$ cat config.mk
export PLATFORM = sky130hd
export DESIGN_NAME = pet_main
export DESIGN_NICKNAME = d
export VERILOG_FILES = /design/src/pet_pkg.sv /design/src/spi_target.sv /design/src/bus_timing.sv /design/src/address_decoding.sv /design/src/keyboard.sv /design/src/bus_control.sv /design/src/pet_main.sv
export SDC_FILE = /design/constraint.sdc
export NUM_CORES = 1
export LEC_CHECK = 0
export BUFFER_PORTS_ARGS = -buffer_cell sky130_fd_sc_hd__buf_4
export CORE_MARGIN = 8
export CORE_UTILIZATION = 30
export CTS_BUF_LIST = sky130_fd_sc_hd__clkbuf_4
export CTS_CLUSTER_DIAMETER = 40
export CTS_CLUSTER_SIZE = 8
export DETAILED_ROUTE_END_ITERATION = 8
export PLACE_DENSITY = 0.49
export SLEW_MARGIN = 0
export SYNTH_ARGS = -nofsm -noshare
export SYNTH_HDL_FRONTEND = slang
export SYNTH_SLANG_ARGS = --single-unit
$ cat constraint.sdc
create_clock -name clk16_i -period 5.72 [get_ports clk16_i]
set_input_delay 1.144 -clock clk16_i [delete_from_list [all_inputs] [get_ports clk16_i]]
set_output_delay 1.144 -clock clk16_i [all_outputs]
set_load 0.005 [all_outputs]
$ cat src/pet_pkg.sv
`default_nettype none

package pet_pkg;

    // Bus widths
    localparam int ADDR_W = 17;
    localparam int DATA_W = 8;

    // Memory map
    localparam logic [15:0] RAM_TOP = 16'h7FFF;   // Top of low RAM
    localparam logic [15:0] IO_BASE = 16'hE800;   // I/O page E800-E8FF

    // Chip select bits within the I/O page
    localparam int PIA1_BIT = 4;
    localparam int PIA2_BIT = 5;
    localparam int VIA_BIT  = 6;
    localparam int CRTC_BIT = 7;

    // Graphics jumper readback, bit 0 of an SPI read
    localparam logic [ADDR_W-1:0] GFX_ADDR = 17'h0E80F;

    // Keyboard rows are written here over SPI, row index in the low nibble
    localparam logic [ADDR_W-1:0] KBD_BASE = 17'h1E800;
    localparam int KBD_ROWS = 10;

    // SPI frame layout
    localparam int FRAME_BYTES = 4;
    localparam int BYTE_CMD     = 0;    // rw_n and address bit 16
    localparam int BYTE_ADDR_HI = 1;
    localparam int BYTE_ADDR_LO = 2;
    localparam int BYTE_DATA    = 3;    // Write data, ignored on reads
    localparam int CMD_RW_BIT   = 7;
    localparam int CMD_A16_BIT  = 0;

endpackage

`default_nettype wire

$ cat src/spi_target.sv
`default_nettype none

module spi_target (
    input  wire                         clk16_i,
    input  wire                         rst_n_i,
    input  wire                         spi_sck_i,
    input  wire                         spi_cs_ni,
    input  wire                         spi_rx_i,
    input  wire                         spi_done_i,
    input  wire [pet_pkg::DATA_W-1:0]   spi_rd_data_i,
    output logic                        spi_tx_o,
    output logic                        spi_ready_o,
    output logic                        spi_valid_o,
    output logic [pet_pkg::ADDR_W-1:0]  spi_addr_o,
    output logic [pet_pkg::DATA_W-1:0]  spi_wr_data_o,
    output logic                        spi_rw_no
);
    localparam int BYTE_CNT_W = $clog2(pet_pkg::FRAME_BYTES);

    // Two sync flops plus one more for edge detection
    logic [2:0] sck_q;
    logic [2:0] cs_q;
    logic [1:0] rx_q;

    logic [2:0]                  bit_cnt;
    logic [BYTE_CNT_W-1:0]       byte_cnt;
    logic [6:0]                  shift_in;
    logic                        rx_rw_n;
    logic [pet_pkg::ADDR_W-1:0]  rx_addr;
    logic                        done_q;
    logic [7:0]                  tx_hold;     // Byte 0 of the next frame
    logic [7:0]                  tx_shift;

    wire sck_rise  = sck_q[1] && !sck_q[2];
    wire sck_fall  = !sck_q[1] && sck_q[2];
    wire cs_active = !cs_q[1];
    wire cs_fall   = !cs_q[1] && cs_q[2];

    wire [7:0] rx_byte   = {shift_in, rx_q[1]};
    wire       byte_done = cs_active && sck_rise && (bit_cnt == 3'd7);
    wire       frame_done = byte_done && (byte_cnt == BYTE_CNT_W'(pet_pkg::BYTE_DATA));

    always_ff @(posedge clk16_i) begin
        if (!rst_n_i) begin
            sck_q       <= '0;
            cs_q        <= '1;
            bit_cnt     <= '0;
            byte_cnt    <= '0;
            done_q      <= 1'b0;
            spi_valid_o <= 1'b0;
            spi_ready_o <= 1'b1;
            tx_hold     <= '0;
            tx_shift    <= '0;
        end else begin
            sck_q  <= {sck_q[1:0], spi_sck_i};
            cs_q   <= {cs_q[1:0], spi_cs_ni};
            done_q <= spi_done_i;

            if (!cs_active) begin
                bit_cnt  <= '0;
                byte_cnt <= '0;
            end else if (sck_rise) begin
                bit_cnt <= bit_cnt + 3'd1;
                if (bit_cnt == 3'd7) byte_cnt <= byte_cnt + 1'b1;
            end

            // A frame arriving while busy is dropped
            if (frame_done && spi_ready_o) begin
                spi_valid_o <= 1'b1;
                spi_ready_o <= 1'b0;
            end else if (spi_done_i) begin
                spi_valid_o <= 1'b0;
                spi_ready_o <= 1'b1;
            end

            // Read data is registered by bus control on the done edge
            if (done_q) tx_hold <= spi_rd_data_i;

            if (cs_fall) begin
                tx_shift <= tx_hold;
            end else if (cs_active && sck_fall) begin
                tx_shift <= {tx_shift[6:0], 1'b0};   // Mode 0, change on falling
            end
        end
    end

    always_ff @(posedge clk16_i) begin
        rx_q <= {rx_q[0], spi_rx_i};
        if (cs_active && sck_rise) shift_in <= {shift_in[5:0], rx_q[1]};

        if (byte_done) begin
            case (byte_cnt)
                BYTE_CNT_W'(pet_pkg::BYTE_CMD): begin
                    rx_rw_n                     <= rx_byte[pet_pkg::CMD_RW_BIT];
                    rx_addr[pet_pkg::ADDR_W-1]  <= rx_byte[pet_pkg::CMD_A16_BIT];
                end
                BYTE_CNT_W'(pet_pkg::BYTE_ADDR_HI): rx_addr[15:8] <= rx_byte;
                BYTE_CNT_W'(pet_pkg::BYTE_ADDR_LO): rx_addr[7:0]  <= rx_byte;
                default: ;
            endcase
        end

        if (frame_done && spi_ready_o) begin
            spi_addr_o    <= rx_addr;
            spi_rw_no     <= rx_rw_n;
            spi_wr_data_o <= rx_byte;
        end
    end

    assign spi_tx_o = tx_shift[7];

endmodule

`default_nettype wire

$ cat src/bus_timing.sv
`default_nettype none

module bus_timing #(
    parameter int CYCLE_LEN = 16    // Even, at least 8
) (
    input  wire  clk16_i,
    input  wire  rst_n_i,
    input  wire  spi_valid_i,
    output logic spi_done_o,
    output logic spi_en_o,
    output logic cpu_en_o,
    output logic strobe_o,
    output logic cpu_clk_o,
    output logic cpu_be_o
);
    localparam int CNT_W = $clog2(CYCLE_LEN);
    localparam logic [CNT_W-1:0] SPI_LAST = CNT_W'(CYCLE_LEN / 2 - 1);
    localparam logic [CNT_W-1:0] CPU_LAST = CNT_W'(CYCLE_LEN - 1);

    logic [CNT_W-1:0] count;
    logic             claim_q;    // SPI slot claimed at count 0

    wire cpu_half = count > SPI_LAST;

    always_ff @(posedge clk16_i) begin
        if (!rst_n_i) begin
            count   <= '0;
            claim_q <= 1'b0;
        end else begin
            count <= (count == CPU_LAST) ? '0 : count + 1'b1;
            if (count == '0) claim_q <= spi_valid_i;
        end
    end

    // A transaction that shows up mid-slot waits for the next cycle
    assign spi_en_o = !cpu_half && ((count == '0) ? spi_valid_i : claim_q);
    assign cpu_be_o = !spi_en_o;

    assign cpu_en_o  = cpu_half;
    assign cpu_clk_o = cpu_half;   // Phi2 high in the CPU half

    assign strobe_o   = (count == SPI_LAST) || (count == CPU_LAST);
    assign spi_done_o = spi_en_o && (count == SPI_LAST);

endmodule

`default_nettype wire

$ cat src/address_decoding.sv
`default_nettype none

module address_decoding (
    input  wire [pet_pkg::ADDR_W-1:0] addr_i,
    output logic                      ram_en_o,
    output logic                      pia1_en_o,
    output logic                      pia2_en_o,
    output logic                      via_en_o,
    output logic                      crtc_en_o,
    output logic                      io_en_o
);
    wire bank1   = addr_i[pet_pkg::ADDR_W-1];     // Second 64K, all RAM
    wire io_page = !bank1 && (addr_i[15:8] == pet_pkg::IO_BASE[15:8]);
    wire low_ram = !bank1 && (addr_i[15:0] <= pet_pkg::RAM_TOP);

    // Video RAM and ROM images also sit in RAM
    wire rom_area = !bank1 && !low_ram && !io_page;

    assign ram_en_o = bank1 || low_ram || rom_area;
    assign io_en_o  = io_page;

    // One address bit per chip inside the I/O page
    assign pia1_en_o = io_page && addr_i[pet_pkg::PIA1_BIT];
    assign pia2_en_o = io_page && addr_i[pet_pkg::PIA2_BIT];
    assign via_en_o  = io_page && addr_i[pet_pkg::VIA_BIT];
    assign crtc_en_o = io_page && addr_i[pet_pkg::CRTC_BIT];

endmodule

`default_nettype wire

$ cat src/keyboard.sv
`default_nettype none

module keyboard (
    input  wire                         clk16_i,
    input  wire                         rst_n_i,
    input  wire                         strobe_i,
    input  wire                         spi_wr_en_i,
    input  wire [pet_pkg::ADDR_W-1:0]   spi_addr_i,
    input  wire [pet_pkg::DATA_W-1:0]   spi_data_i,
    input  wire                         cpu_rd_en_i,
    input  wire                         cpu_wr_en_i,
    input  wire                         pia1_en_i,
    input  wire [1:0]                   pia1_rs_i,
    input  wire [pet_pkg::DATA_W-1:0]   bus_data_i,
    output logic [pet_pkg::DATA_W-1:0]  kbd_data_o,
    output logic                        kbd_oe_o
);
    logic [pet_pkg::DATA_W-1:0] rows [pet_pkg::KBD_ROWS];   // Active low keys
    logic [3:0]                 row_sel;

    wire [3:0] spi_row    = spi_addr_i[3:0];
    wire       kbd_window = spi_addr_i[pet_pkg::ADDR_W-1:4] == pet_pkg::KBD_BASE[pet_pkg::ADDR_W-1:4];
    wire       row_wr     = strobe_i && spi_wr_en_i && kbd_window
                            && (spi_row < 4'(pet_pkg::KBD_ROWS));

    // PIA1 port A data register, low nibble drives the row decoder
    wire sel_wr = strobe_i && cpu_wr_en_i && pia1_en_i && (pia1_rs_i == 2'd0);

    always_ff @(posedge clk16_i) begin
        if (!rst_n_i) begin
            for (int i = 0; i < pet_pkg::KBD_ROWS; i++) begin
                rows[i] <= '1;      // No key pressed
            end
            row_sel <= '0;
        end else begin
            if (row_wr) rows[spi_row] <= spi_data_i;
            if (sel_wr) row_sel <= bus_data_i[3:0];
        end
    end

    // Port B read is answered here instead of by the PIA
    assign kbd_oe_o = cpu_rd_en_i && pia1_en_i && (pia1_rs_i == 2'd2);

    assign kbd_data_o = (row_sel < 4'(pet_pkg::KBD_ROWS)) ? rows[row_sel] : 8'hFF;

endmodule

`default_nettype wire

$ cat src/bus_control.sv
`default_nettype none

module bus_control (
    input  wire                         clk16_i,
    input  wire                         rst_n_i,
    input  wire                         strobe_i,
    input  wire                         spi_en_i,
    input  wire                         cpu_en_i,
    input  wire                         spi_rw_ni,
    input  wire [pet_pkg::ADDR_W-1:0]   spi_addr_i,
    input  wire [pet_pkg::DATA_W-1:0]   spi_wr_data_i,
    input  wire [15:0]                  bus_addr_i,
    input  wire [pet_pkg::DATA_W-1:0]   bus_data_i,
    input  wire                         bus_rw_ni,
    input  wire [pet_pkg::DATA_W-1:0]   kbd_data_i,
    input  wire                         kbd_oe_i,
    input  wire                         gfx_i,
    input  wire                         ram_en_i,
    input  wire                         pia1_en_i,
    input  wire                         pia2_en_i,
    input  wire                         via_en_i,
    input  wire                         io_en_i,
    output logic [pet_pkg::ADDR_W-1:0]  dec_addr_o,
    output logic [pet_pkg::DATA_W-1:0]  spi_rd_data_o,
    output logic                        cpu_rd_en_o,
    output logic                        cpu_wr_en_o,
    output logic                        spi_wr_en_o,
    output logic [pet_pkg::ADDR_W-1:0]  bus_addr_o,
    output logic                        bus_addr_oe_o,
    output logic [pet_pkg::DATA_W-1:0]  bus_data_o,
    output logic                        bus_data_oe_o,
    output logic                        bus_rw_no,
    output logic                        bus_rw_noe_o,
    output logic                        ram_oe_o,
    output logic                        ram_we_o,
    output logic [11:10]                ram_addr_o,
    output logic                        pia1_cs_o,
    output logic                        pia2_cs_o,
    output logic                        via_cs_o,
    output logic                        io_oe_o
);
    wire spi_rd_en = spi_en_i && spi_rw_ni;

    assign spi_wr_en_o = spi_en_i && !spi_rw_ni;
    assign cpu_rd_en_o = cpu_en_i && bus_rw_ni;
    assign cpu_wr_en_o = cpu_en_i && !bus_rw_ni;

    // CPU only reaches the first bank
    assign dec_addr_o = spi_en_i ? spi_addr_i : {1'b0, bus_addr_i};

    assign bus_addr_o    = dec_addr_o;
    assign bus_addr_oe_o = spi_en_i;
    assign bus_rw_no     = spi_rw_ni;
    assign bus_rw_noe_o  = spi_en_i;

    assign bus_data_oe_o = spi_wr_en_o || kbd_oe_i;
    assign bus_data_o    = kbd_oe_i ? kbd_data_i : spi_wr_data_i;

    assign ram_oe_o   = ram_en_i && (spi_rd_en || cpu_rd_en_o);
    assign ram_we_o   = ram_en_i && (spi_wr_en_o || cpu_wr_en_o) && strobe_i;
    assign ram_addr_o = dec_addr_o[11:10];       // No VRAM mirroring here

    // PIA1 stays quiet while the keyboard drives the bus
    assign pia1_cs_o = !kbd_oe_i && pia1_en_i && cpu_en_i;
    assign pia2_cs_o = pia2_en_i && cpu_en_i;
    assign via_cs_o  = via_en_i && cpu_en_i;
    assign io_oe_o   = !kbd_oe_i && io_en_i && cpu_en_i;

    always_ff @(posedge clk16_i) begin
        if (!rst_n_i) begin
            spi_rd_data_o <= '0;
        end else if (strobe_i && spi_rd_en) begin
            if (spi_addr_i == pet_pkg::GFX_ADDR) begin
                spi_rd_data_o <= {7'h00, gfx_i};   // Jumper readback
            end else begin
                spi_rd_data_o <= bus_data_i;
            end
        end
    end

endmodule

`default_nettype wire

$ cat src/pet_main.sv
`default_nettype none

module pet_main #(
    parameter int CYCLE_LEN = 16
) (
    input  wire                         clk16_i,
    input  wire                         rst_n_i,
    input  wire                         spi1_sck_i,
    input  wire                         spi1_cs_ni,
    input  wire                         spi1_rx_i,
    output logic                        spi1_tx_o,
    output logic                        spi_ready_o,
    input  wire [15:0]                  bus_addr_i,
    output logic [pet_pkg::ADDR_W-1:0]  bus_addr_o,
    output logic                        bus_addr_oe_o,
    input  wire [pet_pkg::DATA_W-1:0]   bus_data_i,
    output logic [pet_pkg::DATA_W-1:0]  bus_data_o,
    output logic                        bus_data_oe_o,
    input  wire                         bus_rw_ni,
    output logic                        bus_rw_no,
    output logic                        bus_rw_noe_o,
    output logic                        cpu_clk_o,
    output logic                        cpu_be_o,
    output logic                        ram_oe_o,
    output logic                        ram_we_o,
    output logic [11:10]                ram_addr_o,
    output logic                        pia1_cs_o,
    output logic                        pia2_cs_o,
    output logic                        via_cs_o,
    output logic                        io_oe_o,
    input  wire                         gfx_i
);
    // Pending SPI transaction
    logic                       spi_valid;
    logic                       spi_done;
    logic                       spi_rw_n;
    logic [pet_pkg::ADDR_W-1:0] spi_addr;
    logic [pet_pkg::DATA_W-1:0] spi_wr_data;
    logic [pet_pkg::DATA_W-1:0] spi_rd_data;

    // Slot timing
    logic spi_en;
    logic cpu_en;
    logic strobe;

    logic                       cpu_rd_en;
    logic                       cpu_wr_en;
    logic                       spi_wr_en;
    logic [pet_pkg::ADDR_W-1:0] dec_addr;

    logic ram_en;
    logic pia1_en;
    logic pia2_en;
    logic via_en;
    logic io_en;

    logic [pet_pkg::DATA_W-1:0] kbd_data;
    logic                       kbd_oe;

    spi_target spi_target_inst (
        .clk16_i       (clk16_i),
        .rst_n_i       (rst_n_i),
        .spi_sck_i     (spi1_sck_i),
        .spi_cs_ni     (spi1_cs_ni),
        .spi_rx_i      (spi1_rx_i),
        .spi_done_i    (spi_done),
        .spi_rd_data_i (spi_rd_data),
        .spi_tx_o      (spi1_tx_o),
        .spi_ready_o   (spi_ready_o),
        .spi_valid_o   (spi_valid),
        .spi_addr_o    (spi_addr),
        .spi_wr_data_o (spi_wr_data),
        .spi_rw_no     (spi_rw_n)
    );

    bus_timing #(
        .CYCLE_LEN (CYCLE_LEN)
    ) bus_timing_inst (
        .clk16_i     (clk16_i),
        .rst_n_i     (rst_n_i),
        .spi_valid_i (spi_valid),
        .spi_done_o  (spi_done),
        .spi_en_o    (spi_en),
        .cpu_en_o    (cpu_en),
        .strobe_o    (strobe),
        .cpu_clk_o   (cpu_clk_o),
        .cpu_be_o    (cpu_be_o)
    );

    address_decoding address_decoding_inst (
        .addr_i    (dec_addr),
        .ram_en_o  (ram_en),
        .pia1_en_o (pia1_en),
        .pia2_en_o (pia2_en),
        .via_en_o  (via_en),
        .crtc_en_o (),          // CRTC is not part of this core
        .io_en_o   (io_en)
    );

    keyboard keyboard_inst (
        .clk16_i     (clk16_i),
        .rst_n_i     (rst_n_i),
        .strobe_i    (strobe),
        .spi_wr_en_i (spi_wr_en),
        .spi_addr_i  (spi_addr),
        .spi_data_i  (spi_wr_data),
        .cpu_rd_en_i (cpu_rd_en),
        .cpu_wr_en_i (cpu_wr_en),
        .pia1_en_i   (pia1_en),
        .pia1_rs_i   (bus_addr_i[1:0]),
        .bus_data_i  (bus_data_i),
        .kbd_data_o  (kbd_data),
        .kbd_oe_o    (kbd_oe)
    );

    bus_control bus_control_inst (
        .clk16_i       (clk16_i),
        .rst_n_i       (rst_n_i),
        .strobe_i      (strobe),
        .spi_en_i      (spi_en),
        .cpu_en_i      (cpu_en),
        .spi_rw_ni     (spi_rw_n),
        .spi_addr_i    (spi_addr),
        .spi_wr_data_i (spi_wr_data),
        .bus_addr_i    (bus_addr_i),
        .bus_data_i    (bus_data_i),
        .bus_rw_ni     (bus_rw_ni),
        .kbd_data_i    (kbd_data),
        .kbd_oe_i      (kbd_oe),
        .gfx_i         (gfx_i),
        .ram_en_i      (ram_en),
        .pia1_en_i     (pia1_en),
        .pia2_en_i     (pia2_en),
        .via_en_i      (via_en),
        .io_en_i       (io_en),
        .dec_addr_o    (dec_addr),
        .spi_rd_data_o (spi_rd_data),
        .cpu_rd_en_o   (cpu_rd_en),
        .cpu_wr_en_o   (cpu_wr_en),
        .spi_wr_en_o   (spi_wr_en),
        .bus_addr_o    (bus_addr_o),
        .bus_addr_oe_o (bus_addr_oe_o),
        .bus_data_o    (bus_data_o),
        .bus_data_oe_o (bus_data_oe_o),
        .bus_rw_no     (bus_rw_no),
        .bus_rw_noe_o  (bus_rw_noe_o),
        .ram_oe_o      (ram_oe_o),
        .ram_we_o      (ram_we_o),
        .ram_addr_o    (ram_addr_o),
        .pia1_cs_o     (pia1_cs_o),
        .pia2_cs_o     (pia2_cs_o),
        .via_cs_o      (via_cs_o),
        .io_oe_o       (io_oe_o)
    );

endmodule

`default_nettype wire

# Word-level counts from Yosys, hierarchy flattened
# Memories as Yosys holds them, arrays and structs flattened. A register that Yosys moved wholly into a read port is not among the register bits.
# Index checks and enable logic that the tools add are counted.
# word_totals
regBits,100
latch_bits,0
ram_bits,80
rom_bits,0
input_bits,31
out_inout_bits,41
wordCells,129
mem_count,1
# classes
add_sub_neg,3
n_mul,0
n_div,0
n_lt_le_gt_ge,4
eq_ne,10
shifts,0
mux,20
bitwise,1
n_reduce_logical,68
# memory_table
memory,words,word_bits,read_ports,rd_clocked_by_memory_dff,write_ports,line,source
keyboard_inst.rows,10,8,1,1,10,keyboard.sv:18,logic [pet_pkg::DATA_W-1:0] rows [pet_pkg::KBD_ROWS];
# op_table
operator,count
$mux W8,6
$logic_and A1 B1 Y1,39
$eq A17 B16 Y1 const B,1
$mux W17,1
$le A16 B15 Y1 const B,1
$eq A13 B13 Y1 const B,1
$mux W4,3
$logic_not A1 Y1,11
$mux W1,10
$eq A8 B8 Y1 const B,1
$lt A4 B4 Y1 const B,2
$reduce_and A2 Y1,4
$reduce_or A8 Y1,1
$eq A2 B2 Y1 const B,3
$logic_or A1 B1 Y1,6
$add A4 B1 Y4 const B,1
$eq A4 B3 Y1 const B,1
$eq A4 B4 Y1 const B,1
$gt A4 B3 Y1 const B,1
$logic_not A2 Y1,2
$logic_not A4 Y1,1
$reduce_bool A2 Y1,2
$reduce_or A2 Y1,2
$add A3 B1 Y3 const B,1
4 further kinds,4

# Depth between registers and ports, before layout
# Gate-level depths: netlist of the first run.
# logic_depth
word_depth,12
ltp_mapped,11
ltp_nobuf,9

# By module
# From an unflattened synthesis of the first run, not the netlist that was laid out.
# hier_totals
cells_unflattened,730
area_unflattened_um2,10367.4
# by_module_without_submodules
mod,instances,cells_per_inst,area_per_inst_um2,seq_area_each_um2
keyboard,1,409,6221.0,4003.8
spi_target,1,171,2837.7,2172.1
bus_control,1,105,947.2,160.2
bus_timing,1,31,269.0,100.1
address_decoding,1,14,92.6,0.0

# Worst setup path before layout of the first run
# OpenSTA, ideal clock, no wires.
# synth_path
path_kind,input port to output port
startpoint,input port bus_addr_i[12]
endpoint,output port bus_data_o[0] (netlist name)
t_arrival_ps,2697
required_ps,4576
path_slack_ps,1879
path_stages,5
path_buffers,0
cell_sequence,or4_1 -> nor2_1 -> nand2_1 -> nor3b_4 -> mux2_2
# synth_between
elab_chain_len,7
# synth_rtl
element,line,source
from (decl),pet_main.sv:13,"input wire [15:0] bus_addr_i,"
$mux W17,bus_control.sv:49,"assign dec_addr_o = spi_en_i ? spi_addr_i : {1'b0, bus_addr_i};"
$eq A8 B8 Y1,address_decoding.sv:13,wire io_page = !bank1 && (addr_i[15:8] == pet_pkg::IO_BASE[15:8]);
$logic_and A1 B1 Y1,address_decoding.sv:13,
$logic_and A1 B1 Y1,address_decoding.sv:23,assign pia1_en_o = io_page && addr_i[pet_pkg::PIA1_BIT];
$logic_and A1 B1 Y1 (2 in series),keyboard.sv:42,assign kbd_oe_o = cpu_rd_en_i && pia1_en_i && (pia1_rs_i == 2'd2);
$mux W8,bus_control.sv:57,assign bus_data_o = kbd_oe_i ? kbd_data_i : spi_wr_data_i;
to (decl),pet_main.sv:17,"output logic [pet_pkg::DATA_W-1:0] bus_data_o,"
# Every way passes these cells.

# Worst setup path after layout of the first run
# layout_path
startpoint,input port bus_addr_i[12]
endpoint,output port bus_data_o[5] (netlist name)
# The elaborated chain is that of the path after synthesis.

==> results.md, run 1 <==
- Core Footprint: 0.0325 mm^2
- Mapped cell area: 0.00986 mm^2
- Most frequent cells after synthesis: edfxtp_1, nand2_1, mux2i_1, dfxtp_1, or2_2
- Area leader, netlist: edfxtp_1
- Crit path required time: 4.58 ns
- Worst r2r path cells: 9
- Clk sinks: 232
- PD cells: 270 mW/mm^2
- Slew at the pin closest to its max-slew limit: 1.19 ns
- P_leak: 3.70 nW
- Routed wire length: 22000 um
- CTS resizes: 0
- Worst Hold Launch: spi_target_inst.rx_q[0]
- Final Core Density: 0.356
- Critical Path Max Stage Delay: 0.60 ns
- R2R Path End: keyboard_inst.rows[3][6]
- Fin area: 0.0116 mm^2
- Num rows: 66
- Cell with the most instances after synthesis: edfxtp_1
- Post-synth top flop: edfxtp_1
- Fin. Hold Viols: 0
- Ratio of cells with drive above 1 in the final layout: 0.270
- Startpoint Class: input port
- Worst setup EP type: output port
- Worst R2R Start: bus_timing_inst.count[0]
- Unique masters post-synth: 49
- Outcome: finished clean
- Clock-pin slew on the worst setup and hold paths: 0.07 ns
- Synthesis Warnings: 0
- Area Overhead vs Synth: 17.3%
- Bufs on Longest Clock Path: 3
- Setup CP Type: input port to output port
- Initial antenna violation count: 1
- CP Buf/Inv Count: 2
- Vias in the first global route: 6156
- DR WL/cell: 16.6 um
- Detail Route Antenna Nets: 0
- RSZ-0062 raised after global routing: no
- Worst hold slack: 0.332 ns
- Die ar.: 0.0389 mm^2
- Crit-path leading delay family: simple AND/OR/NAND/NOR gates
- Worst Hold End: spi_target_inst.rx_q[1]
- Reg2Reg Setup Slack: 2.40 ns
- Post-Syn Instances: 728
- CTS tree: built
- Fin Clk Skew: 0.0476 ns
- Global-route wire length before repair: 35300 um
- # IOs: 72
- Via/cell ratio: 4.45
- Async set-or-reset flop fraction in the synthesized netlist: 0
- Final min period: 4.47 ns
- Largest net degree at the start of global routing: 59
- Die Width: 197 um
- Fin nets: 894
- Worst Hold Class: flop to flop
- Initial DRC count: 308
- Worst-Skew Late Latency: 0.64 ns
- Placed instance area: 0.0110 mm^2
- Maxcap violations: 0
- Die Ht: 197 um
- Post-synth top area share: 0.545
- DRT Pass-1 Iters: 4
- Worst rel slew slack: 0.199
- Worst IR drop on VDD: 0.000116 V
- Post-synth EDFFs: 179
- Initial Util: 0.304
- H-tree depth reported by CTS: 2
- Arrival @ worst endpoint: 3.33 ns
- Max Freq: 0.224 GHz
- Placer Congestion: 0.721
- CP max stage cell: nor3b_4
- Seq/Total Area, Yosys: 0.653
- FF+latch count, synth: 232
- Synth area leaders: edfxtp_1, dfxtp_1, mux2i_1, mux2_2, nand2_1
- GRT Total Usage: 0.115
- Crit-path most repeated cell: buf_4
- CP cell instances: buf_4 -> or4_1 -> nor2_1 -> nand2_1 -> nor3b_4 -> mux2_2 -> buf_4
- Root Driver: clkbuf_4
- Num CTS Buffers: 41
- DRC errors left: 0
- Period utilization: 0.781
- Pins over their slew limit: 0
- Post-CTS Setup Bufs: 0
- Total chip power: 3.12 mW
- Worst Hold Depth: 0
- Syn Area/Cell: 13.5 um^2
- Critical path peak fanout: 9
- Congestion Overflow GR: 0
- Final TNS setup: 0 ns
- Port bufs: 71
- HPWL after detailed placement: 15100 um
- Post-CTS Hold Buffers: 0
- Setup violations, final: 0
- Via count: 5899
-- per-layer routing --
metal / global-route usage / up-vias / part of all wire
met1: 0.160 / 2828 / 0.49
met3: 0.0317 / 30 / 0.057
met4: 0.0359 / 0 / 0.018
li1: - / 2898 / -
met2: 0.171 / 143 / 0.43
met5: 0 / - / 0
-- layout by cell type (no fill, tap or decap), types with 8 or more instances in the layout --
cell | synthesis | routed
a22oi_1 | 25 | 25
or2_2 | 42 | 42
clkbuf_4 | 0 | 52
nand2b_1 | 15 | 15
buf_4 | 6 | 78
mux2i_1 | 73 | 73
and2_1 | 21 | 21
o21ai_0 | 17 | 17
inv_1 | 11 | 11
nor2_1 | 24 | 24
conb_1 | 1 | 48
o221ai_1 | 8 | 8
mux2_2 | 40 | 40
nand2_1 | 75 | 75
dfxtp_1 | 53 | 51
ha_1 | 8 | 8
a21oi_1 | 21 | 21
nor2b_1 | 17 | 17
edfxtp_1 | 179 | 179
-- state kept, by name (all words and copies together), names as in the netlist, 2 cells and up, named ones only --
register / cells
spi_target_inst.sck_q: 3
bus_control_inst.spi_rd_data_o: 8
spi_target_inst.cs_q: 3
spi_target_inst.rx_q: 2
spi_target_inst.shift_in: 7
spi_target_inst.bit_cnt: 3
keyboard_inst.rows: 128
spi_target_inst.spi_wr_data_o: 8
spi_target_inst.tx_shift: 8
spi_target_inst.tx_hold: 8
spi_target_inst.spi_addr_o: 17
keyboard_inst.row_sel: 4
spi_target_inst.rx_addr: 17
spi_target_inst.byte_cnt: 2
bus_timing_inst.count: 4
-- stage by stage --
step	instances	setup slack, ns
finish	1325	1.25
CTS	1323	1.20
global placement	1254	1.26
floorplan	775	1.88
global route	1324	1.01
detailed placement	1254	1.22
-- how the worst max path moves through the flow --
stage,startpoint,end,slack (ns),cells past startpoint
6_report,bus_addr_i[12],bus_data_o[5],1.25,7
5_1_grt,bus_timing_inst.count[0],bus_data_o[5],1.01,9
4_1_cts,bus_timing_inst.count[0],bus_data_o[5],1.20,9
3_5_place_dp,bus_addr_i[12],bus_data_o[5],1.22,7
3_3_place_gp,bus_addr_i[12],bus_data_o[7],1.26,7
2_1_floorplan,bus_addr_i[12],bus_data_o[0],1.88,5
-- area by class of cell --
cell class	instances	area [um^2]
antenna	2	5.00
clock buffer	52	390
fill	3255	20900
multi-input combinational	490	3360
tap	442	553
clock inverter	17	184
sequential	232	6440
inverter	12	52.6
timing repair buffer	78	586
-- where the power goes --
group | internal [mW] | total, mW | switching (mW)
Clock | 0.617 | 1.23 | 0.610
Combinational | 0.0374 | 0.0819 | 0.0445
Sequential | 1.81 | 1.81 | 0.00561
-- cell families (layout without fill, tap and decap cells) --
kind of cell               Yosys count  count (layout)  share of synthesized area
DFF                                232             232                      0.653
buffers and inverters               53             159                     0.0251
adders and majority gates            8               8                     0.0101
other                                1              50                   0.000380
and+or+nand+nor                    233             233                      0.131
muxes                              114             114                      0.121
xor gates and xnor gates             3               3                    0.00266
AOI/OAI and AO/OA                   84              84                     0.0572
-- worst reg2reg max path, delay by kind of cell, from the launching register on --
kind                       cells  cell delay, ns
buffers and inverters          3            0.54
adders and majority gates      1            0.17
and+or+nand+nor                3            0.61
DFF                            1            0.33
AOI/OAI and AO/OA              2            1.30
(Power assumes the default switching activity.)
==> run 2, diff against run 1 <==
--- a/config.mk
+++ b/config.mk
@@ -5,6 +5,7 @@
 export SDC_FILE = /design/constraint.sdc
 export NUM_CORES = 1
 export LEC_CHECK = 0
+export ABC_AREA = 1
 export BUFFER_PORTS_ARGS = -buffer_cell sky130_fd_sc_hd__buf_4
 export CORE_MARGIN = 8
 export CORE_UTILIZATION = 30
@@ -12,7 +13,7 @@
 export CTS_CLUSTER_DIAMETER = 40
 export CTS_CLUSTER_SIZE = 8
 export DETAILED_ROUTE_END_ITERATION = 8
-export PLACE_DENSITY = 0.49
+export PLACE_DENSITY = 0.51
 export SLEW_MARGIN = 0
 export SYNTH_ARGS = -nofsm -noshare
 export SYNTH_HDL_FRONTEND = slang
==> constraint.sdc (replaced) <==
create_clock -name clk16_i -period 3.69 [get_ports clk16_i]
set_input_delay 0.738 -clock clk16_i [delete_from_list [all_inputs] [get_ports clk16_i]]
set_output_delay 0.738 -clock clk16_i [all_outputs]
set_load 0.005 [all_outputs]
==> run 2 against run 1 <==
  * Final area increased by 3.1%
  * Global-route usage increased by 1.9 points
  * Core utilization increased by 0.92 points
  * Sequential power increased by 59%
  * Register-to-register slack got worse by 1.7 ns
  * Synthesized area increased by 0.93%
  * Setup slack got worse by 1.1 ns
  * Power increased by 57%
  * Final cell count increased by 18%
  * Hold slack got worse by 0.095 ns
  * Critical path depth increased by 9
  * Synthesized cell count increased by 30%
  * Critical path type is now flop to output port
  * Largest power group unchanged
==> results.md, run 2 <==
- DRC errors left: 0 (unchanged)
- P_leak: 4.39 nW (was 3.70 nW)
- Arrival @ worst endpoint: 2.80 ns (was 3.33 ns)
- P_int: 3.76 mW (was 2.46 mW)
- Synthesis Warnings: 0 (unchanged)
- Comb power frac: 0.075 (was 0.026)
- Filler cells: 3283 (was 3255)
- Via/cell ratio: 4.72 (was 4.45)
- Critical Path Max Stage Delay: 0.36 ns (was 0.60 ns)
- # IOs: 72 (unchanged)
- Largest net degree at the start of global routing: 37 (was 59)
- Initial Util: 0.305 (was 0.304)
- Root Driver: clkbuf_4 (unchanged)
- Initial antenna violation count: 1 (unchanged)
- Clk pwr share: 0.339 (was 0.393)
- Vias in the first global route: 7233 (was 6156)
- HPWL after detailed placement: 18400 um (was 15100 um)
- Async set-or-reset flop fraction in the synthesized netlist: 0 (unchanged)
- Worst rel slew slack: 0.377 (was 0.199)
- Cell with the most instances after synthesis: edfxtp_1 (unchanged)
- Crit path required time: 2.95 ns (was 4.58 ns)
- Largest regs: keyboard_inst.rows (128), spi_target_inst.rx_addr (17), spi_target_inst.spi_addr_o (17) (unchanged)
- Leading cell types in the layout, fill and taps excluded: edfxtp_1, nor2_1, nand2_1 (was edfxtp_1, buf_4, nand2_1)
- Num rows: 66 (unchanged)
- Post-synth EDFFs: 179 (unchanged)
- PD cells: 412 mW/mm^2 (was 270 mW/mm^2)
- Synth area leaders: edfxtp_1, dfxtp_1, nand2_1, o21ai_0, nor2_1 (was edfxtp_1, dfxtp_1, mux2i_1, mux2_2, nand2_1)
- Worst setup EP type: output port (unchanged)
- Critical path peak fanout: 8 (was 9)
- Syn Area/Cell: 10.5 um^2 (was 13.5 um^2)
- Area leader, netlist: edfxtp_1 (unchanged)
- GRT Total Usage: 0.134 (was 0.115)
- Detail Route Antenna Nets: 0 (unchanged)
- Die Ht: 198 um (was 197 um)
- Sequential power share: 0.587 (was 0.581)
- DRT Pass-1 Iters: 5 (was 4)
- Congestion Overflow GR: 0 (unchanged)
- Area Overhead vs Synth: 19.8% (was 17.3%)
- Outcome: finished clean (unchanged)
- Port bufs: 71 (unchanged)
- Post-CTS Hold Buffers: 0 (unchanged)
- Startpoint Class: flop (was input port)
- Unique masters post-synth: 44 (was 49)
- Fin. Hold Viols: 0 (unchanged)
- Worst-Skew Late Latency: 0.65 ns (was 0.64 ns)
- Global-route wire length before repair: 41200 um (was 35300 um)
- CTS tree: built (unchanged)
- Via count: 7379 (was 5899)
- Pins over their slew limit: 0 (unchanged)
- Most common cell after layout, fill and taps aside: edfxtp_1 (unchanged)
- Crit-path leading delay family: simple AND/OR/NAND/NOR gates (unchanged)
- Placer Congestion: 0.863 (was 0.721)
- Largest register FFs: 128 (unchanged)
- Mapped cell area: 0.00995 mm^2 (was 0.00986 mm^2)
- Slew at the pin closest to its max-slew limit: 0.932 ns (was 1.19 ns)
- Period utilization: 0.960
- Worst IR drop on VDD: 0.000398 V (was 0.000116 V)
- Seq/Total Area, Yosys: 0.647 (was 0.653)
- Num CTS Buffers: 39 (was 41)
- DR WL/cell: 17.2 um (was 16.6 um)
- Routed wire length: 26900 um (was 22000 um)
- Most frequent cells after synthesis: edfxtp_1, nand2_1, nor2_1, o21ai_0, inv_1 (was edfxtp_1, nand2_1, mux2i_1, dfxtp_1, or2_2)
- Post-synth top flop: edfxtp_1 (unchanged)
- Setup CP Type: flop to output port (was input port to output port)
- Post-synth top area share: 0.540 (was 0.545)
- FF+latch count, synth: 232 (unchanged)
- Maxcap violations: 0 (unchanged)
- Clk sinks: 232 (unchanged)
- Fin nets: 1143 (was 894)
- Die Width: 198 um (was 197 um)
- Setup ws final: 0.147 ns (was 1.25 ns)
- Max Freq: 0.282 GHz
- CP max stage cell: dfxtp_4 (was nor3b_4)
- Die ar.: 0.0393 mm^2 (was 0.0389 mm^2)
- Sw Ratio: 0.236 (was 0.212)
- Ratio of cells with drive above 1 in the final layout: 0.216 (was 0.270)
- CP Buf/Inv Count: 4 (was 2)
- Place WS: 0.450 ns (was 1.22 ns)
- Bufs on Longest Clock Path: 3 (unchanged)
- Core Footprint: 0.0326 mm^2 (was 0.0325 mm^2)
- Worst hold slack: 0.237 ns (was 0.332 ns)
- Crit-path most repeated cell: nand2_2 (was buf_4)
- Reported net switching power: 1.16 mW (was 0.660 mW)
- H-tree depth reported by CTS: 2 (unchanged)
- Total chip power: 4.91 mW (was 3.12 mW)
- Setup violations, final: 0 (unchanged)
- Final Core Density: 0.366 (was 0.356)
- Reg2Reg Setup Slack: 0.71 ns (was 2.40 ns)
- Clock-pin slew on the worst setup and hold paths: 0.09 ns (was 0.07 ns)
- Post-Syn Instances: 947 (was 728)
- Most flop-heavy register: keyboard_inst.rows (unchanged)
- Fin Clk Skew: 0.0665 ns (was 0.0476 ns)
- Final min period: 3.54 ns
- CP cell instances: inv_2 -> ha_4 -> nand2_4 -> nand2_4 -> nand3_4 -> buf_6 -> nand2_2 -> nand2_2 -> nor2_2 -> nand3_2 -> nor2_4 -> nand3_4 -> clkbuf_16 -> nand2_2 -> o21ai_2 -> buf_4 (was buf_4 -> or4_1 -> nor2_1 -> nand2_1 -> nor3b_4 -> mux2_2 -> buf_4)
- Worst Hold Class: input port to flop (was flop to flop)
- Initial DRC count: 480 (was 308)
[run 2: changes by cell type after synthesis, moves of 15 or more]
cell	previous run	this run
mux2i_1	73	0
nand3_1	6	56
or2_2	42	3
nand2_1	75	139
o22ai_1	1	28
mux2_2	40	0
nor2_1	24	131
o21ai_0	17	100
inv_1	11	78
clkbuf_1	20	35
nand2b_1	15	0
and2_1	21	1
a22oi_1	25	0
nor2b_1	17	0
[run 2: worst register-to-register path, stage by stage (launching register included)]
cell and delay [ns]:
dfxtp_4 0.36, inv_2 0.06, ha_4 0.16, nand2_4 0.06, nand2_4 0.10, nand3_4 0.12, buf_6 0.16, buf_4 0.16
nor2_4 0.16, nand3_4 0.29, nor3_4 0.53, nand2_1 0.11, nand2_1 0.36
[run 2: area by class of cell]
cell class	count	area, um^2	area share
Multi-Input combinational cell	632	3220	0.270
Timing Repair Buffer	118	931	0.0781
Inverter	81	307	0.0257
Tap cell	442	553	0.0464
Clock buffer	46	345	0.0290
Clock inverter	12	115	0.00965
Sequential cell	232	6450	0.541
Antenna cell	1	2.50	0.000210
[run 2: final timing paths]
kind,from,endpoint,cells after the start
worst max-delay path,bus_timing_inst.count[0],bus_data_o[1],16
worst min-delay path,spi1_rx_i,spi_target_inst.rx_q[0],1
worst max register to register,bus_timing_inst.count[0],keyboard_inst.rows[6][2],12
worst min register to register,spi_target_inst.rx_q[0],spi_target_inst.rx_q[1],0
[run 2: routing by layer]
metal  vias to the layer above  part of all wire  GRT usage
met4                         0             0.032     0.0487
met3                        54             0.063     0.0316
met5                         -                 0          0
met1                      3539              0.46      0.178
li1                       3557                 -          -
met2                       229              0.45      0.213
[run 2: through the flow]
stage | std cells | TNS, ns | cell area (um^2)
2_1_floorplan | 994 | 0 | 10100
3_3_place_gp | 1489 | 0 | 11200
3_5_place_dp | 1489 | 0 | 11200
4_1_cts | 1551 | 0 | 11700
5_1_grt | 1564 | -0.113 | 11900
6_report | 1564 | 0 | 11900
[run 2: kinds of logic (layout without fill, tap and decap cells)]
family,Yosys count,count (layout),synth area share
flip-flops,232,232,0.647
AO/OA/AOI/OAI,183,183,0.104
adder cells (fa/ha/maj),8,8,0.0101
other,1,49,0.000377
AND/OR/NAND/NOR,393,393,0.184
buffers and inverters,130,257,0.0542
[run 2: power by group through the flow]
stage | combinational, mW | sequential (mW) | clock (mW)
final | 0.366 | 2.88 | 1.67
after global routing | 0.402 | 2.89 | 1.83
after global placement | 0.313 | 2.94 | 0
after CTS | 0.325 | 2.88 | 1.73
after floorplan | 0.179 | 2.94 | 0
after detailed placement | 0.313 | 2.94 | 0
[run 2: repair_timing]
action	in CTS	in global routing
endpoints found under the setup margin	11	12
buffers inserted	4	11
gates resized for setup	6	26
gates cloned	0	1
pin swaps	3	9
==> run 3, diff against run 2 <==
--- a/config.mk
+++ b/config.mk
@@ -7,13 +7,14 @@
 export LEC_CHECK = 0
 export ABC_AREA = 1
 export BUFFER_PORTS_ARGS = -buffer_cell sky130_fd_sc_hd__buf_4
+export CORE_ASPECT_RATIO = 1.4
 export CORE_MARGIN = 8
 export CORE_UTILIZATION = 30
 export CTS_BUF_LIST = sky130_fd_sc_hd__clkbuf_4
 export CTS_CLUSTER_DIAMETER = 40
 export CTS_CLUSTER_SIZE = 8
 export DETAILED_ROUTE_END_ITERATION = 8
-export PLACE_DENSITY = 0.51
+export PLACE_DENSITY = 0.49
 export SLEW_MARGIN = 0
 export SYNTH_ARGS = -nofsm -noshare
 export SYNTH_HDL_FRONTEND = slang
==> constraint.sdc (replaced) <==
create_clock -name clk16_i -period 3.6 [get_ports clk16_i]
set_input_delay 0.72 -clock clk16_i [delete_from_list [all_inputs] [get_ports clk16_i]]
set_output_delay 0.72 -clock clk16_i [all_outputs]
set_load 0.005 [all_outputs]
==> run 3 against run 2 <==
  * Clock skew decreased by 0.023 ns
  * Clock power is essentially flat
  * Sequential share of layout area up 0.12 points
  * Sequential power up 3%
  * Hold slack worse by 0.054 ns
  * Register-to-register slack worse by 0.02 ns
  * Setup slack got worse by 0.0081 ns
  * Final area down 0.23%
  * Clock-buffer cell count rose by 2
  * Sequential cell count stayed put
  * Critical endpoint is now bus_data_o[0]
  * Largest cell class unchanged
  * Largest power group unchanged
==> results.md, run 3 (synthesis gave the netlist of run 2 again) <==
- Initial antenna violation count: 1 (unchanged)
- Detail Route Antenna Nets: 0 (unchanged)
- PD cells: 420 mW/mm^2 (was 412 mW/mm^2)
- Clock-pin slew on the worst setup and hold paths: 0.10 ns (was 0.09 ns)
- Storage element area: 0.00645 mm^2 (unchanged)
- Outcome: finished clean (unchanged)
- Routed wire length: 26400 um (was 26900 um)
- Maxcap violations: 0 (unchanged)
- Root Driver: clkbuf_4 (unchanged)
- DRC errors left: 0 (unchanged)
- Core Footprint: 0.0330 mm^2 (was 0.0326 mm^2)
- # IOs: 72 (unchanged)
- Multi-input logic area: 0.00325 mm^2 (was 0.00322 mm^2)
- HPWL after detailed placement: 18800 um (was 18400 um)
- Worst setup EP type: output port (unchanged)
- Largest net degree at the start of global routing: 65 (was 37)
- Placed instance area: 0.0112 mm^2 (about the same)
- Max Freq: 0.289 GHz
- Arrival @ worst endpoint: 2.74 ns (was 2.80 ns)
- Fin area: 0.0119 mm^2 (about the same)
- Fin. Hold Viols: 0 (unchanged)
- Setup CP Type: flop to output port (unchanged)
- Startpoint Class: flop (unchanged)
- Global-route wire length before repair: 41300 um (was 41200 um)
- Filler cells: 3411 (was 3283)
- Area Overhead vs Synth: 19.5% (was 19.8%)
- Worst-Skew Late Latency: 0.66 ns (was 0.65 ns)
- RSZ-0062 raised after global routing: yes
- Largest register FFs: 128 (unchanged)
- Fin Clk Skew: 0.0439 ns (was 0.0665 ns)
- Bufs on Longest Clock Path: 3 (unchanged)
- Die Ht: 232 um (was 198 um)
- Initial DRC count: 376 (was 480)
- Die Width: 170 um (was 198 um)
- Largest regs: keyboard_inst.rows (128), spi_target_inst.rx_addr (17), spi_target_inst.spi_addr_o (17) (unchanged)
- DRT Pass-1 Iters: 5 (unchanged)
- H-tree depth reported by CTS: 2 (unchanged)
- Final min period: 3.46 ns
- Fin nets: 1137 (was 1143)
- Worst setup startpoint: bus_timing_inst.count[0] (unchanged)
- Leading cell types in the layout, fill and taps excluded: edfxtp_1, nand2_1, nor2_1 (was edfxtp_1, nor2_1, nand2_1)
- Vias in the first global route: 7466 (was 7233)
- Num rows: 79 (was 66)
- Worst IR drop on VDD: 0.000268 V (was 0.000398 V)
- Clk sinks: 232 (unchanged)
- Most common cell after layout, fill and taps aside: edfxtp_1 (unchanged)
- Placer Congestion: 0.836 (was 0.863)
- Port bufs: 71 (unchanged)
- Period utilization: 0.961
- Initial Util: 0.302 (was 0.305)
- Slew at the pin closest to its max-slew limit: 0.943 ns (was 0.932 ns)
- Via/cell ratio: 4.58 (was 4.72)
- GRT Total Usage: 0.135 (was 0.134)
- DR WL/cell: 16.9 um (was 17.2 um)
- Worst rel slew slack: 0.369 (was 0.377)
- P_leak: 4.36 nW (was 4.39 nW)
- Die ar.: 0.0393 mm^2 (about the same)
- Total chip power: 5.00 mW (was 4.91 mW)
- Worst Hold Launch: spi1_rx_i (unchanged)
- Post-CTS Hold Buffers: 0 (unchanged)
- Pins over their slew limit: 0 (unchanged)
- Worst Hold Class: input port to flop (unchanged)
- Worst R2R Start: bus_timing_inst.count[0] (unchanged)
- Via count: 7149 (was 7379)
- Crit path required time: 2.88 ns (was 2.95 ns)
- Most flop-heavy register: keyboard_inst.rows (unchanged)
- Congestion Overflow GR: 0 (unchanged)
- CTS tree: built (unchanged)
- Critical path peak fanout: 15 (was 8)
- Setup violations, final: 0 (unchanged)
- Ratio of cells with drive above 1 in the final layout: 0.213 (was 0.216)
- Final TNS setup: 0 ns (unchanged)
- Num CTS Buffers: 36 (was 39)
run 3: worst paths after layout:
| path | depth (start not counted) | slack (ns) | to |
|---|---|---|---|
| worst max register to register | 9 | 0.69 | keyboard_inst.rows[3][7] |
| worst max-delay path | 14 | 0.14 | bus_data_o[0] |
| worst min register to register | 0 | 0.33 | spi_target_inst.rx_q[1] |
| worst min-delay path | 1 | 0.18 | spi_target_inst.rx_q[0] |
run 3: metal layers:
layer / global-route usage / wire [um] / vias to the layer above
li1: - / - / 3551
met1: 0.143 / 10000 / 3391
met2: 0.257 / 14400 / 162
met3: 0.0264 / 1130 / 45
met4: 0.0550 / 773 / 0
met5: 0 / 0 / -
run 3: final cells by class:
type	instances	share of cell area
Inverter	81	0.0261
Tap cell	445	0.0468
Timing Repair Buffer	112	0.0737
Multi-Input combinational cell	634	0.273
Clock inverter	7	0.00715
Antenna cell	1	0.000210
Timing Repair inverter	1	0.000421
Sequential cell	232	0.542
Clock buffer	48	0.0303
run 3: stage by stage:
stage	util	setup WS [ns]	cells	hold slack (ns)
4_1_cts	0.358	0.00109	1558	0.109
5_1_grt	0.360	-0.0317	1561	0.120
2_1_floorplan	-	0.920	994	0.310
6_report	0.360	0.139	1561	0.184
3_5_place_dp	0.340	0.319	1493	0.314
3_3_place_gp	0.340	0.414	1493	0.311
run 3: worst max-delay path, stage by stage (launching register included):
cell,delay (ns)
dfxtp_2,0.36
inv_2,0.04
ha_4,0.17
nand3_4,0.16
nand3_4,0.16
nand2_1,0.10
nand2_1,0.10
nor2_2,0.12
nand3_2,0.09
nor2_4,0.22
nand3_4,0.11
buf_12,0.17
nand2_1,0.09
o21ai_2,0.05
buf_4,0.13
run 3: power breakdown:
part	total, mW	leakage (nW)	internal, mW	switching (mW)
Sequential	2.96	2.09	2.93	0.0234
Clock	1.69	0.267	0.763	0.927
Combinational	0.356	2.01	0.150	0.205
run 3: what timing repair did:
item | CTS | global route
gates cloned | 2 | 1
pin swaps | 11 | 4
gates resized for setup | 15 | 18
setup buffers | 8 | 1
setup endpoints to repair | 15 | 10
